File: config.mk
export PLATFORM = sky130hd
export DESIGN_NAME = dmc_top
export DESIGN_NICKNAME = d
export VERILOG_FILES = /design/src/hdl/dmc_pkg.sv /design/src/hdl/divider.sv /design/src/hdl/dmc_regs.sv /design/src/hdl/memory_reader.sv /design/src/hdl/sample_buffer.sv /design/src/hdl/output_unit.sv /design/src/hdl/dmc_top.sv
export SDC_FILE = /design/constraint.sdc
export NUM_CORES = 1
export LEC_CHECK = 0
export BUFFER_PORTS_ARGS = -buffer_cell sky130_fd_sc_hd__buf_4
export CORE_ASPECT_RATIO = 1.75
export CORE_MARGIN = 2
export CORE_UTILIZATION = 25
export CTS_BUF_LIST = sky130_fd_sc_hd__clkbuf_8 sky130_fd_sc_hd__clkbuf_16
export DETAILED_ROUTE_END_ITERATION = 8
export HOLD_SLACK_MARGIN = 0.08
export PLACE_DENSITY = 0.41
export RECOVER_POWER = 25
export SETUP_SLACK_MARGIN = 0.4
export SLEW_MARGIN = 10
export SYNTH_ARGS = -nofsm -noshare
export SYNTH_HDL_FRONTEND = slang
export SYNTH_HIERARCHICAL = 1
export SYNTH_SLANG_ARGS = --single-unit
File: constraint.sdc
create_clock -name clk -period 5.04 [get_ports clk]
set_clock_uncertainty 0.2 [all_clocks]
set_input_delay 0 -clock clk [delete_from_list [all_inputs] [get_ports clk]]
set_output_delay 0 -clock clk [all_outputs]
set_load 0.02 [all_outputs]
File: src/hdl/dmc_pkg.sv
package dmc_pkg;

  typedef logic [7:0]  sample_t;
  typedef logic [14:0] addr_t;
  typedef logic [6:0]  level_t;
  typedef logic [11:0] length_t;
  typedef logic [3:0]  rate_t;
  typedef logic [8:0]  period_t;

  localparam logic [2:0] REG_CTRL   = 3'd0;
  localparam logic [2:0] REG_DIRECT = 3'd1;
  localparam logic [2:0] REG_ADDR   = 3'd2;
  localparam logic [2:0] REG_LENGTH = 3'd3;
  localparam logic [2:0] REG_STATUS = 3'd4;

  typedef struct packed {
    logic       psel;
    logic       penable;
    logic       pwrite;
    logic [2:0] paddr;
    sample_t    pwdata;
  } apb_req_t;

  // STATUS read layout
  typedef struct packed {
    logic       irq;
    logic [5:0] reserved;
    logic       active;
  } dmc_status_t;

  typedef struct packed {
    rate_t   rate;
    logic    loop;
    logic    dma_disable;
    logic    irq_clear;      // Single cpu_clk_en cycle pulses
    logic    addr_load;
    logic    length_load;
    logic    direct_load;
    sample_t addr_reg;
    sample_t length_reg;
    level_t  direct_level;
  } dmc_ctrl_t;

  function automatic period_t rate_period(rate_t rate);
    case (rate)
      4'd0:    return 9'd428;
      4'd1:    return 9'd380;
      4'd2:    return 9'd340;
      4'd3:    return 9'd320;
      4'd4:    return 9'd286;
      4'd5:    return 9'd254;
      4'd6:    return 9'd226;
      4'd7:    return 9'd214;
      4'd8:    return 9'd190;
      4'd9:    return 9'd160;
      4'd10:   return 9'd142;
      4'd11:   return 9'd128;
      4'd12:   return 9'd106;
      4'd13:   return 9'd84;
      4'd14:   return 9'd72;
      default: return 9'd54;
    endcase
  endfunction

endpackage : dmc_pkg

File: src/hdl/divider.sv
`timescale 1ns/100ps

module divider
  import dmc_pkg::*;
#(
  parameter int WIDTH = $bits(period_t)
) (
  input  logic             clk,
  input  logic             rst_n,
  input  logic             clk_en,
  input  logic [WIDTH-1:0] period,
  output logic             pulse
);

  logic [WIDTH-1:0] count;

  // One pulse every period enabled cycles
  assign pulse = clk_en && (count == '0);

  always_ff @(posedge clk or negedge rst_n) begin
    if (!rst_n) begin
      count <= '0;
    end else if (clk_en) begin
      if (count == '0) begin
        count <= period - 1'b1;  // Reload
      end else begin
        count <= count - 1'b1;
      end
    end
  end

endmodule : divider

File: src/hdl/dmc_regs.sv
`timescale 1ns/100ps

module dmc_regs
  import dmc_pkg::*;
(
  input  logic      clk,
  input  logic      rst_n,
  input  logic      cpu_clk_en,
  input  apb_req_t  apb,
  output sample_t   prdata,
  output logic      pready,
  input  logic      active,
  input  logic      irq,
  output dmc_ctrl_t ctrl
);

  logic        access;
  logic        wr;
  dmc_status_t status;

  rate_t       rate;
  logic        loop;
  logic        dma_disable;
  logic        irq_clear;
  logic        addr_load;
  logic        length_load;
  logic        direct_load;
  sample_t     addr_reg;
  sample_t     length_reg;
  level_t      direct_level;

  assign access = apb.psel && apb.penable;
  assign wr     = access && apb.pwrite;
  assign pready = access;  // No wait states

  assign status = '{irq: irq, reserved: '0, active: active};
  assign prdata = (access && !apb.pwrite && apb.paddr == REG_STATUS) ? sample_t'(status) : '0;

  always_ff @(posedge clk or negedge rst_n) begin
    if (!rst_n) begin
      rate        <= '0;
      loop        <= 1'b0;
      dma_disable <= 1'b0;
    end else if (wr && apb.paddr == REG_CTRL) begin
      rate        <= apb.pwdata[3:0];
      loop        <= apb.pwdata[6];
      dma_disable <= apb.pwdata[7];
    end
  end

  // Pulses stay up until the next cpu_clk_en cycle has seen them
  always_ff @(posedge clk or negedge rst_n) begin
    if (!rst_n) begin
      irq_clear   <= 1'b0;
      addr_load   <= 1'b0;
      length_load <= 1'b0;
      direct_load <= 1'b0;
    end else begin
      if (cpu_clk_en) begin
        irq_clear   <= 1'b0;
        addr_load   <= 1'b0;
        length_load <= 1'b0;
        direct_load <= 1'b0;
      end
      if (wr && apb.paddr == REG_STATUS && apb.pwdata[7]) irq_clear <= 1'b1;
      if (wr && apb.paddr == REG_ADDR)   addr_load   <= 1'b1;
      if (wr && apb.paddr == REG_LENGTH) length_load <= 1'b1;
      if (wr && apb.paddr == REG_DIRECT) direct_load <= 1'b1;
    end
  end

  always_ff @(posedge clk) begin
    if (wr) begin
      case (apb.paddr)
        REG_DIRECT: direct_level <= apb.pwdata[6:0];
        REG_ADDR:   addr_reg     <= apb.pwdata;
        REG_LENGTH: length_reg   <= apb.pwdata;
        default:    ;
      endcase
    end
  end

  assign ctrl = '{
    rate:         rate,
    loop:         loop,
    dma_disable:  dma_disable,
    irq_clear:    irq_clear,
    addr_load:    addr_load,
    length_load:  length_load,
    direct_load:  direct_load,
    addr_reg:     addr_reg,
    length_reg:   length_reg,
    direct_level: direct_level
  };

endmodule : dmc_regs

File: src/hdl/memory_reader.sv
`timescale 1ns/100ps

module memory_reader
  import dmc_pkg::*;
#(
  parameter bit ADDR_BASE_BIT = 1'b1
) (
  input  logic      clk,
  input  logic      rst_n,
  input  logic      cpu_clk_en,
  input  dmc_ctrl_t ctrl,
  input  logic      buffer_empty,
  output logic      mem_re,
  output addr_t     mem_addr,
  output logic      active,
  output logic      irq
);

  addr_t   start_addr;
  length_t sample_length;
  length_t count;
  logic    fetch;
  logic    last;
  logic    restart;

  assign start_addr    = {ADDR_BASE_BIT, ctrl.addr_reg, 6'b0};
  assign sample_length = {ctrl.length_reg, 4'b0001};  // length*16 + 1

  assign active = (count != '0) && !ctrl.dma_disable;
  assign mem_re = buffer_empty && active;
  assign fetch  = cpu_clk_en && mem_re;
  assign last   = (count == length_t'(1));

  assign restart = fetch && last && ctrl.loop;

  always_ff @(posedge clk or negedge rst_n) begin
    if (!rst_n) begin
      count <= '0;
    end else if (cpu_clk_en) begin
      if (ctrl.dma_disable) begin
        count <= '0;
      end else if (ctrl.length_load || restart) begin
        count <= sample_length;
      end else if (fetch) begin
        count <= count - 1'b1;
      end
    end
  end

  always_ff @(posedge clk or negedge rst_n) begin
    if (!rst_n) begin
      mem_addr <= '0;
    end else if (cpu_clk_en) begin
      if (ctrl.addr_load || ctrl.length_load || restart) begin
        mem_addr <= start_addr;
      end else if (fetch) begin
        mem_addr <= mem_addr + 1'b1;  // Wraps 0x7FFF to 0
      end
    end
  end

  // End of a pass without loop raises irq
  always_ff @(posedge clk or negedge rst_n) begin
    if (!rst_n) begin
      irq <= 1'b0;
    end else if (cpu_clk_en) begin
      if (fetch && last && !ctrl.loop) begin
        irq <= 1'b1;
      end else if (ctrl.irq_clear) begin
        irq <= 1'b0;
      end
    end
  end

endmodule : memory_reader

File: src/hdl/sample_buffer.sv
`timescale 1ns/100ps

module sample_buffer
  import dmc_pkg::*;
(
  input  logic    clk,
  input  logic    rst_n,
  input  logic    cpu_clk_en,
  input  logic    load,
  input  logic    read,
  input  sample_t data_in,
  output logic    empty,
  output sample_t data_out
);

  always_ff @(posedge clk or negedge rst_n) begin
    if (!rst_n) begin
      empty <= 1'b1;
    end else if (cpu_clk_en) begin
      if (load && empty) begin
        empty <= 1'b0;
      end else if (read && !empty) begin
        empty <= 1'b1;
      end
    end
  end

  always_ff @(posedge clk) begin
    if (cpu_clk_en && load && empty) begin
      data_out <= data_in;
    end
  end

endmodule : sample_buffer

File: src/hdl/output_unit.sv
`timescale 1ns/100ps

module output_unit
  import dmc_pkg::*;
(
  input  logic    clk,
  input  logic    rst_n,
  input  logic    cpu_clk_en,
  input  logic    tick,
  input  logic    buffer_empty,
  input  sample_t buffer_data,
  input  logic    direct_load,
  input  level_t  direct_level,
  output logic    buffer_read,
  output level_t  level
);

  logic    new_cycle;
  logic    silence;
  sample_t shift_data;
  level_t  level_next;

  // Eight ticks per output byte
  divider #(.WIDTH(4)) bit_counter (
    .clk    (clk),
    .rst_n  (rst_n),
    .clk_en (tick),
    .period (4'd8),
    .pulse  (new_cycle)
  );

  assign buffer_read = new_cycle && !buffer_empty;

  always_comb begin
    level_next = level;
    if (tick && !silence) begin
      if (shift_data[0] && level <= 7'd125) begin
        level_next = level + 7'd2;
      end else if (!shift_data[0] && level >= 7'd2) begin
        level_next = level - 7'd2;
      end
    end
    if (direct_load) begin
      level_next = direct_level;  // Overrides delta step
    end
  end

  always_ff @(posedge clk or negedge rst_n) begin
    if (!rst_n) begin
      level <= '0;
    end else if (cpu_clk_en) begin
      level <= level_next;
    end
  end

  always_ff @(posedge clk or negedge rst_n) begin
    if (!rst_n) begin
      silence <= 1'b1;
    end else if (cpu_clk_en && new_cycle) begin
      silence <= buffer_empty;  // No byte, silent cycle
    end
  end

  always_ff @(posedge clk) begin
    if (cpu_clk_en) begin
      if (buffer_read) begin
        shift_data <= buffer_data;
      end else if (tick) begin
        shift_data <= shift_data >> 1;  // LSB first
      end
    end
  end

endmodule : output_unit

File: src/hdl/dmc_top.sv
`timescale 1ns/100ps

module dmc_top
  import dmc_pkg::*;
#(
  parameter bit ADDR_BASE_BIT = 1'b1
) (
  input  logic     clk,
  input  logic     rst_n,
  input  logic     cpu_clk_en,
  input  apb_req_t apb,
  output sample_t  prdata,
  output logic     pready,
  output logic     mem_re,
  output addr_t    mem_addr,
  input  sample_t  mem_data,
  output logic     irq,
  output level_t   level
);

  dmc_ctrl_t ctrl;
  logic      active;
  logic      buffer_empty;
  logic      buffer_read;
  logic      tick;
  sample_t   buffer_data;

  dmc_regs regs (
    .clk, .rst_n, .cpu_clk_en, .apb, .prdata, .pready,
    .active, .irq, .ctrl);

  memory_reader #(.ADDR_BASE_BIT(ADDR_BASE_BIT)) reader (
    .clk, .rst_n, .cpu_clk_en, .ctrl, .buffer_empty,
    .mem_re, .mem_addr, .active, .irq);

  sample_buffer buffer (
    .clk, .rst_n, .cpu_clk_en,
    .load     (mem_re),  // A fetch fills the empty buffer
    .read     (buffer_read),
    .data_in  (mem_data),
    .empty    (buffer_empty),
    .data_out (buffer_data));

  divider #(.WIDTH($bits(period_t))) rate_timer (
    .clk, .rst_n,
    .clk_en (cpu_clk_en),
    .period (rate_period(ctrl.rate)),
    .pulse  (tick));

  output_unit out_unit (
    .clk, .rst_n, .cpu_clk_en, .tick, .buffer_empty, .buffer_data,
    .direct_load  (ctrl.direct_load),
    .direct_level (ctrl.direct_level),
    .buffer_read, .level);

endmodule : dmc_top

### Word level (Yosys, flattened, before mapping)

Memory sizes are Yosys's and may differ from the RTL's.
Index checks and enable logic that the tools add are counted.
Widths: inputs -> output; s select.

| storage, ports and cells | value |
|---|---|
| bits in registers | 99 |
| bits in latches | 0 |
| memory bits (writable) | 0 |
| memory bits (read-only) | 128 |
| input port bits | 25 |
| output and inout port bits | 33 |
| logic and storage cells | 117 |
| memories | 1 |

Memories:

| name | depth | bits a word | rd ports | clocked after Yosys merged registers in | wr ports | line | RTL |
|---|---|---|---|---|---|---|---|
| (no name shown) | 16 | 8 | 1 | 0 | 0 | dmc_pkg.sv:45 | `case (rate)` |

| operators by class | value |
|---|---|
| $add $sub $neg | 7 |
| multiply operators | 0 |
| divide/modulo/power cells | 0 |
| order comparisons | 2 |
| eq/ne operators | 5 |
| shifts and indexed selects | 0 |
| mux-type cells | 23 |
| bitwise logic cells | 0 |
| reductions and logical operators | 59 |

Operators by type and width:

| kind | number |
|---|---|
| $mux 12 | 3 |
| $mux 15 | 2 |
| $mux 7 | 4 |
| $logic_and 1x1->1 | 26 |
| $mux 8 | 3 |
| $reduce_bool 2->1 | 9 |
| $sub 9x1->9 const B | 2 |
| $reduce_and 2->1 | 8 |
| $add 15x1->15 const B | 1 |
| $eq 12x1->1 const B | 1 |
| $reduce_bool 12->1 | 1 |
| $sub 12x1->12 const B | 1 |
| $logic_not 9->1 | 1 |
| $mux 1 | 9 |
| $mux 9 | 1 |
| $add 7x2->7 const B | 1 |
| $ge 7x2->1 const B | 1 |
| $le 7x7->1 const B | 1 |
| $sub 7x2->7 const B | 1 |
| $eq 3x2->1 const B | 2 |
| $logic_not 1->1 | 6 |
| $reduce_bool 3->1 | 2 |
| $logic_not 4->1 | 1 |
| $mux 4 | 1 |
| 6 further kinds | 8 |

### Longest topological paths before layout

| depth | value |
|---|---|
| depth in word-level cells | 9 |
| depth in mapped cells | 10 |

### By module

The synthesis kept the hierarchy.

Modules (own cells, without submodules):

| module | instances | cells an instance | area each (µm²) | seq. area each (µm²) |
|---|---|---|---|---|
| memory_reader | 1 | 227 | 1,981.9 | 700.7 |
| dmc_regs | 1 | 70 | 1,246.2 | 940.9 |
| output_unit | 1 | 95 | 1,029.7 | 441.7 |
| divider (rate_timer) | 1 | 79 | 679.4 | 225.2 |
| sample_buffer | 1 | 12 | 289.0 | 266.5 |
| divider (out_unit.bit_counter) | 1 | 28 | 254.0 | 100.1 |
| dmc_top | 1 | 29 | 244.0 | 0.0 |

### Worst setup path after synthesis

No wires, ideal clock.

| timing | value |
|---|---|
| path kind | register -> register |
| start point | reg rate_timer.count[6] |
| end point | reg out_unit.shift_data[0], enable pin |
| library setup time | 0.330 ns |
| data arrival time | 2.836 ns |
| data required time | 4.510 ns |
| setup slack | 1.674 ns |
| cell stages (with the launch flop) | 9 |
| buffers on the path | 2 |
| cell sequence | dfrtp_1 -> or4_1 -> buf_2 -> nor4_1 -> nand3_1 -> inv_1 -> nor2b_1 -> clkbuf_1 -> o21a_1 |

| on the way | value |
|---|---|
| word-level cells in the longest chain between the ends | 6 |

Ends and longest elaborated chain:

| element | line | RTL |
|---|---|---|
| from (decl) | divider.sv:15 | `logic [WIDTH-1:0] count;` |
| from (signal assigned) | divider.sv:25 | `count <= period - 1'b1;` |
| from (signal assigned) | divider.sv:27 | `count <= count - 1'b1;` |
| $logic_not 9->1 | divider.sv:18 | `assign pulse = clk_en && (count == '0);` |
| $logic_and 1x1->1 | divider.sv:18 |  |
| named net tick | dmc_top.sv:25 | `logic tick;` |
| $logic_and 1x1->1 | divider.sv:18 |  |
| named net out_unit.new_cycle | output_unit.sv:18 | `logic new_cycle;` |
| $logic_and 1x1->1 | output_unit.sv:32 | `assign buffer_read = new_cycle && !buffer_empty;` |
| named net buffer_read | dmc_top.sv:24 | `logic buffer_read;` |
| $reduce_bool 2->1 (no line) | - |  |
| $reduce_and 2->1 (no line) | - |  |
| to (signal assigned) | output_unit.sv:67 | `shift_data <= buffer_data;` |
| to (signal assigned) | output_unit.sv:69 | `shift_data <= shift_data >> 1;` |
| to (decl) | output_unit.sv:20 | `sample_t shift_data;` |

The timed path passes the listed nets, and every way through them passes these cells.
A chain may end at the register's enable or synchronous reset.

### Final worst setup path

| timing | value |
|---|---|
| start point | reg rate_timer.count[7] |
| end point | reg out_unit.shift_data[3], enable pin |

Same word-level chain as after synthesis.

==> metrics.txt <==
post-detailed-route via-to-cell ratio=4.952; Reg power frac=0.409; flops & latches, synth=99; detailed placer's ending HPWL=11630 µm; horizontal die dimension=118.4 µm; peak fanout along the critical path=10; cell area after synthesis=0.005724 mm²; number of primary I/O pins=58; number of filler cells placed in the layout=2423; internal power=1.800 mW; post-cts repair resize count=0; via count of the routed design=4511; list of cells traversed by the critical path=or4_1, nor4_1, buf_4, nand3_1, inv_1, nor2b_1, o21a_1; first-pass GRT wire length=24920 µm; Initial Util=0.2527; flip-flop count of the largest register, all copies and words added=15; Top reg by flops=reader/mem_addr; WP data required=4850 ps; slowest cell delay on critical path=710 ps; number of warnings issued by yosys=6; sum of negative setup slack=0 ps; number of max-cap violations=0; routability congestion estimate=0.8179; total number of H-tree levels=3; unrepaired setup endpoints after global routing=no; leading post-synthesis cells by cell area=sky130_fd_sc_hd__dfrtp_1 25%, sky130_fd_sc_hd__edfxtp_1 20%, sky130_fd_sc_hd__ha_1 3.1%; class of the worst hold path=input pin to async pin; leading register cell type out of synthesis=sky130_fd_sc_hd__dfrtp_1; leakage power of the design=2.626 nW; worst rel slew slack=0.4203; later-pin clock latency in the skew report=350 ps; launching element type of the critical path=flip-flop; worst setup path class=flip-flop to flip-flop; highest-count cells in the layout ignoring fill and taps=58 x sky130_fd_sc_hd__dfrtp_1, 39 x sky130_fd_sc_hd__edfxtp_1, 34 x sky130_fd_sc_hd__inv_1; dpl ws=1597 ps; Worst Setup Slack, final=1600 ps; number of global-route vias before repair=4518; Worst Path Arrival=3250 ps; reg-to-reg endpoint=out_unit/shift_data[3]$_DFFE_PP_; Total GRT Usage=0.1328; reg2reg setup slack=1600 ps; final-report hold violation count=0; router iterations before antenna repair=4; Critical Path End=out_unit/shift_data[3]$_DFFE_PP_; area share of the largest cell type after synthesis=0.2536; power share of the clock group=0.256; top cell type by total area after synthesis=sky130_fd_sc_hd__dfrtp_1; EDFF count, synth=39; run status=completed; number of nets at the end of the flow=645; final wirelength=15880 µm; DRC violation count after routing=0; root buffer cell=sky130_fd_sc_hd__clkbuf_16; FF-to-FF Start=rate_timer/count[7]$_DFFE_PN0P_; Gate power share=0.335; max-slew violation total from the final report=0; Slew @ Worst Pin=869.5 ps; hold-fix buffers at CTS=24; clock transition time at the flip-flop clock pins of the worst setup and hold paths=70 ps; chip height=204.2 µm; final count of negative-setup-slack endpoints=0; length in cells of the worst reg-to-reg path=7; initial antenna violation count=0; Setup crit end kind=flip-flop; CTS Buf Count=9; maximum clock frequency=290.7 MHz; crit path time final=3440 ps; post-synthesis to final-layout area growth=18.95%; post-synthesis cell count=540; Final Cycle Share=0.6826; Critical-path top delay cell=sky130_fd_sc_hd__or4_1; switching share of total power=0.3830; drt wl/cell=17.43 µm; number of standard-cell rows in the floorplan=73; P per Cell Area=428.5 mW/mm²; leading cell type in the layout, fill and taps excluded=sky130_fd_sc_hd__dfrtp_1; Overflow after GRT=0; switching power=1.117 mW; Iteration-0 DRC Markers=218; share of final-layout standard cells stronger than drive strength 1=0.1800; critical path startpoint=rate_timer/count[7]$_DFFE_PN0P_; share of the yosys chip area belonging to registers=0.4673; number of distinct library cell variants in the gate-level netlist after synthesis=92; number of buffers added on ports=51; Syn Area/Cell=10.60 µm²; pin count of the biggest net entering global routing=61; Core Box Area=0.02265 mm²; Top Registers=reader/mem_addr x15, reader/count x12, rate_timer/count x9; die area=0.02417 mm²; number of post-CTS setup repair buffers=0; Clock Path Buffers=2; antenna violation net count after detailed routing=0; CTS tree=built; worst IR drop on VDD=165.3 µV; antenna diode count=0; fraction of synthesis flops using an asynchronous set or reset pin=0.6061; clk sink count=99
-- through the flow --
step | power (mW) | cell area (µm²) | instances | hold WS, ps | utilization
5_1_grt | 3.110 | 6809 | 911 | 109.0 | 0.3006
2_1_floorplan | 1.891 | 5777 | 554 | -495.6 | -
4_1_cts | 2.962 | 6873 | 911 | 96.24 | 0.3034
3_5_place_dp | 2.188 | 6312 | 871 | -35.69 | 0.2787
3_3_place_gp | 2.164 | 6312 | 871 | -22.03 | 0.2787
6_report | 2.918 | 6809 | 911 | 72.10 | 0.3006
-- logic make-up after synthesis --
group                      share of synthesized area
other                                       0.002622
muxes                                        0.04874
AOI/OAI and AO/OA                             0.1771
buffers and inverters                        0.06120
xor gates and xnor gates                    0.007650
adders and majority gates                    0.03060
DFF                                           0.4673
and+or+nand+nor                               0.2048
-- critical path: cells and delay by family (launching register included) --
kind / cells / cell delay [ps]
flip-flops: 1 / 410
AND/OR/NAND/NOR: 4 / 1740
buffers and inverters: 2 / 320
AO/OA/AOI/OAI: 1 / 430
-- worst min path at each step --
stage                 start                                   endpoint  slack [ps]  depth (start not counted)
global placement      rst_n            rate_timer/count[0]$_DFFE_PN0P_         -20                          1
detailed placement    rst_n            rate_timer/count[8]$_DFFE_PN0P_         -40                          1
finish                rst_n            rate_timer/count[8]$_DFFE_PN0P_          70                          2
global route        apb[12]                 regs/irq_clear$_DFFE_PN0P_         110                          4
CTS                 apb[12]                   regs/rate[3]$_DFFE_PN0P_         100                          4
floorplan             rst_n  out_unit/bit_counter/count[0]$_DFFE_PN0P_        -500                          0
-- area by class of cell --
type / instances / area (µm²) / share of cell area
Tap cell: 300 / 375.4 / 0.05513
Multi-Input combinational cell: 388 / 2751 / 0.4041
Clock inverter: 7 / 95.09 / 0.01397
Inverter: 32 / 120.1 / 0.01764
Clock buffer: 9 / 225.2 / 0.03308
Timing Repair Buffer: 76 / 566.8 / 0.08324
Sequential cell: 99 / 2675 / 0.3929
-- per-layer routing --
layer / up-vias / GRT usage / part of all wire
met4: 0 / 0.06293 / 0.035
li1: 2158 / - / -
met5: - / 0 / 0
met2: 108 / 0.2382 / 0.51
met3: 30 / 0.02204 / 0.035
met1: 2215 / 0.1528 / 0.42
-- power by group through the flow --
stage / combinational (mW) / clock (mW) / sequential [mW]
finish: 0.976 / 0.747 / 1.19
global placement: 0.963 / 0 / 1.20
global route: 1.08 / 0.810 / 1.22
CTS: 0.996 / 0.774 / 1.19
detailed placement: 0.979 / 0 / 1.21
floorplan: 0.713 / 0 / 1.18
-- synth_stat cells (all sizes together), types with 7 or more instances --
| cell | n |
|---|---|
| a21oi | 23 |
| and3 | 7 |
| buf | 27 |
| clkbuf | 8 |
| dfrtp | 58 |
| edfxtp | 39 |
| ha | 14 |
| inv | 32 |
| mux2 | 16 |
| nand2 | 31 |
| nand3 | 16 |
| nor2 | 30 |
| nor2b | 8 |
| nor3 | 23 |
| nor4 | 19 |
| o21ai | 28 |
| o22ai | 10 |
| o2bb2ai | 9 |
| o31ai | 9 |
| or2 | 8 |
Note: power is estimated with default switching activity, not from simulation.
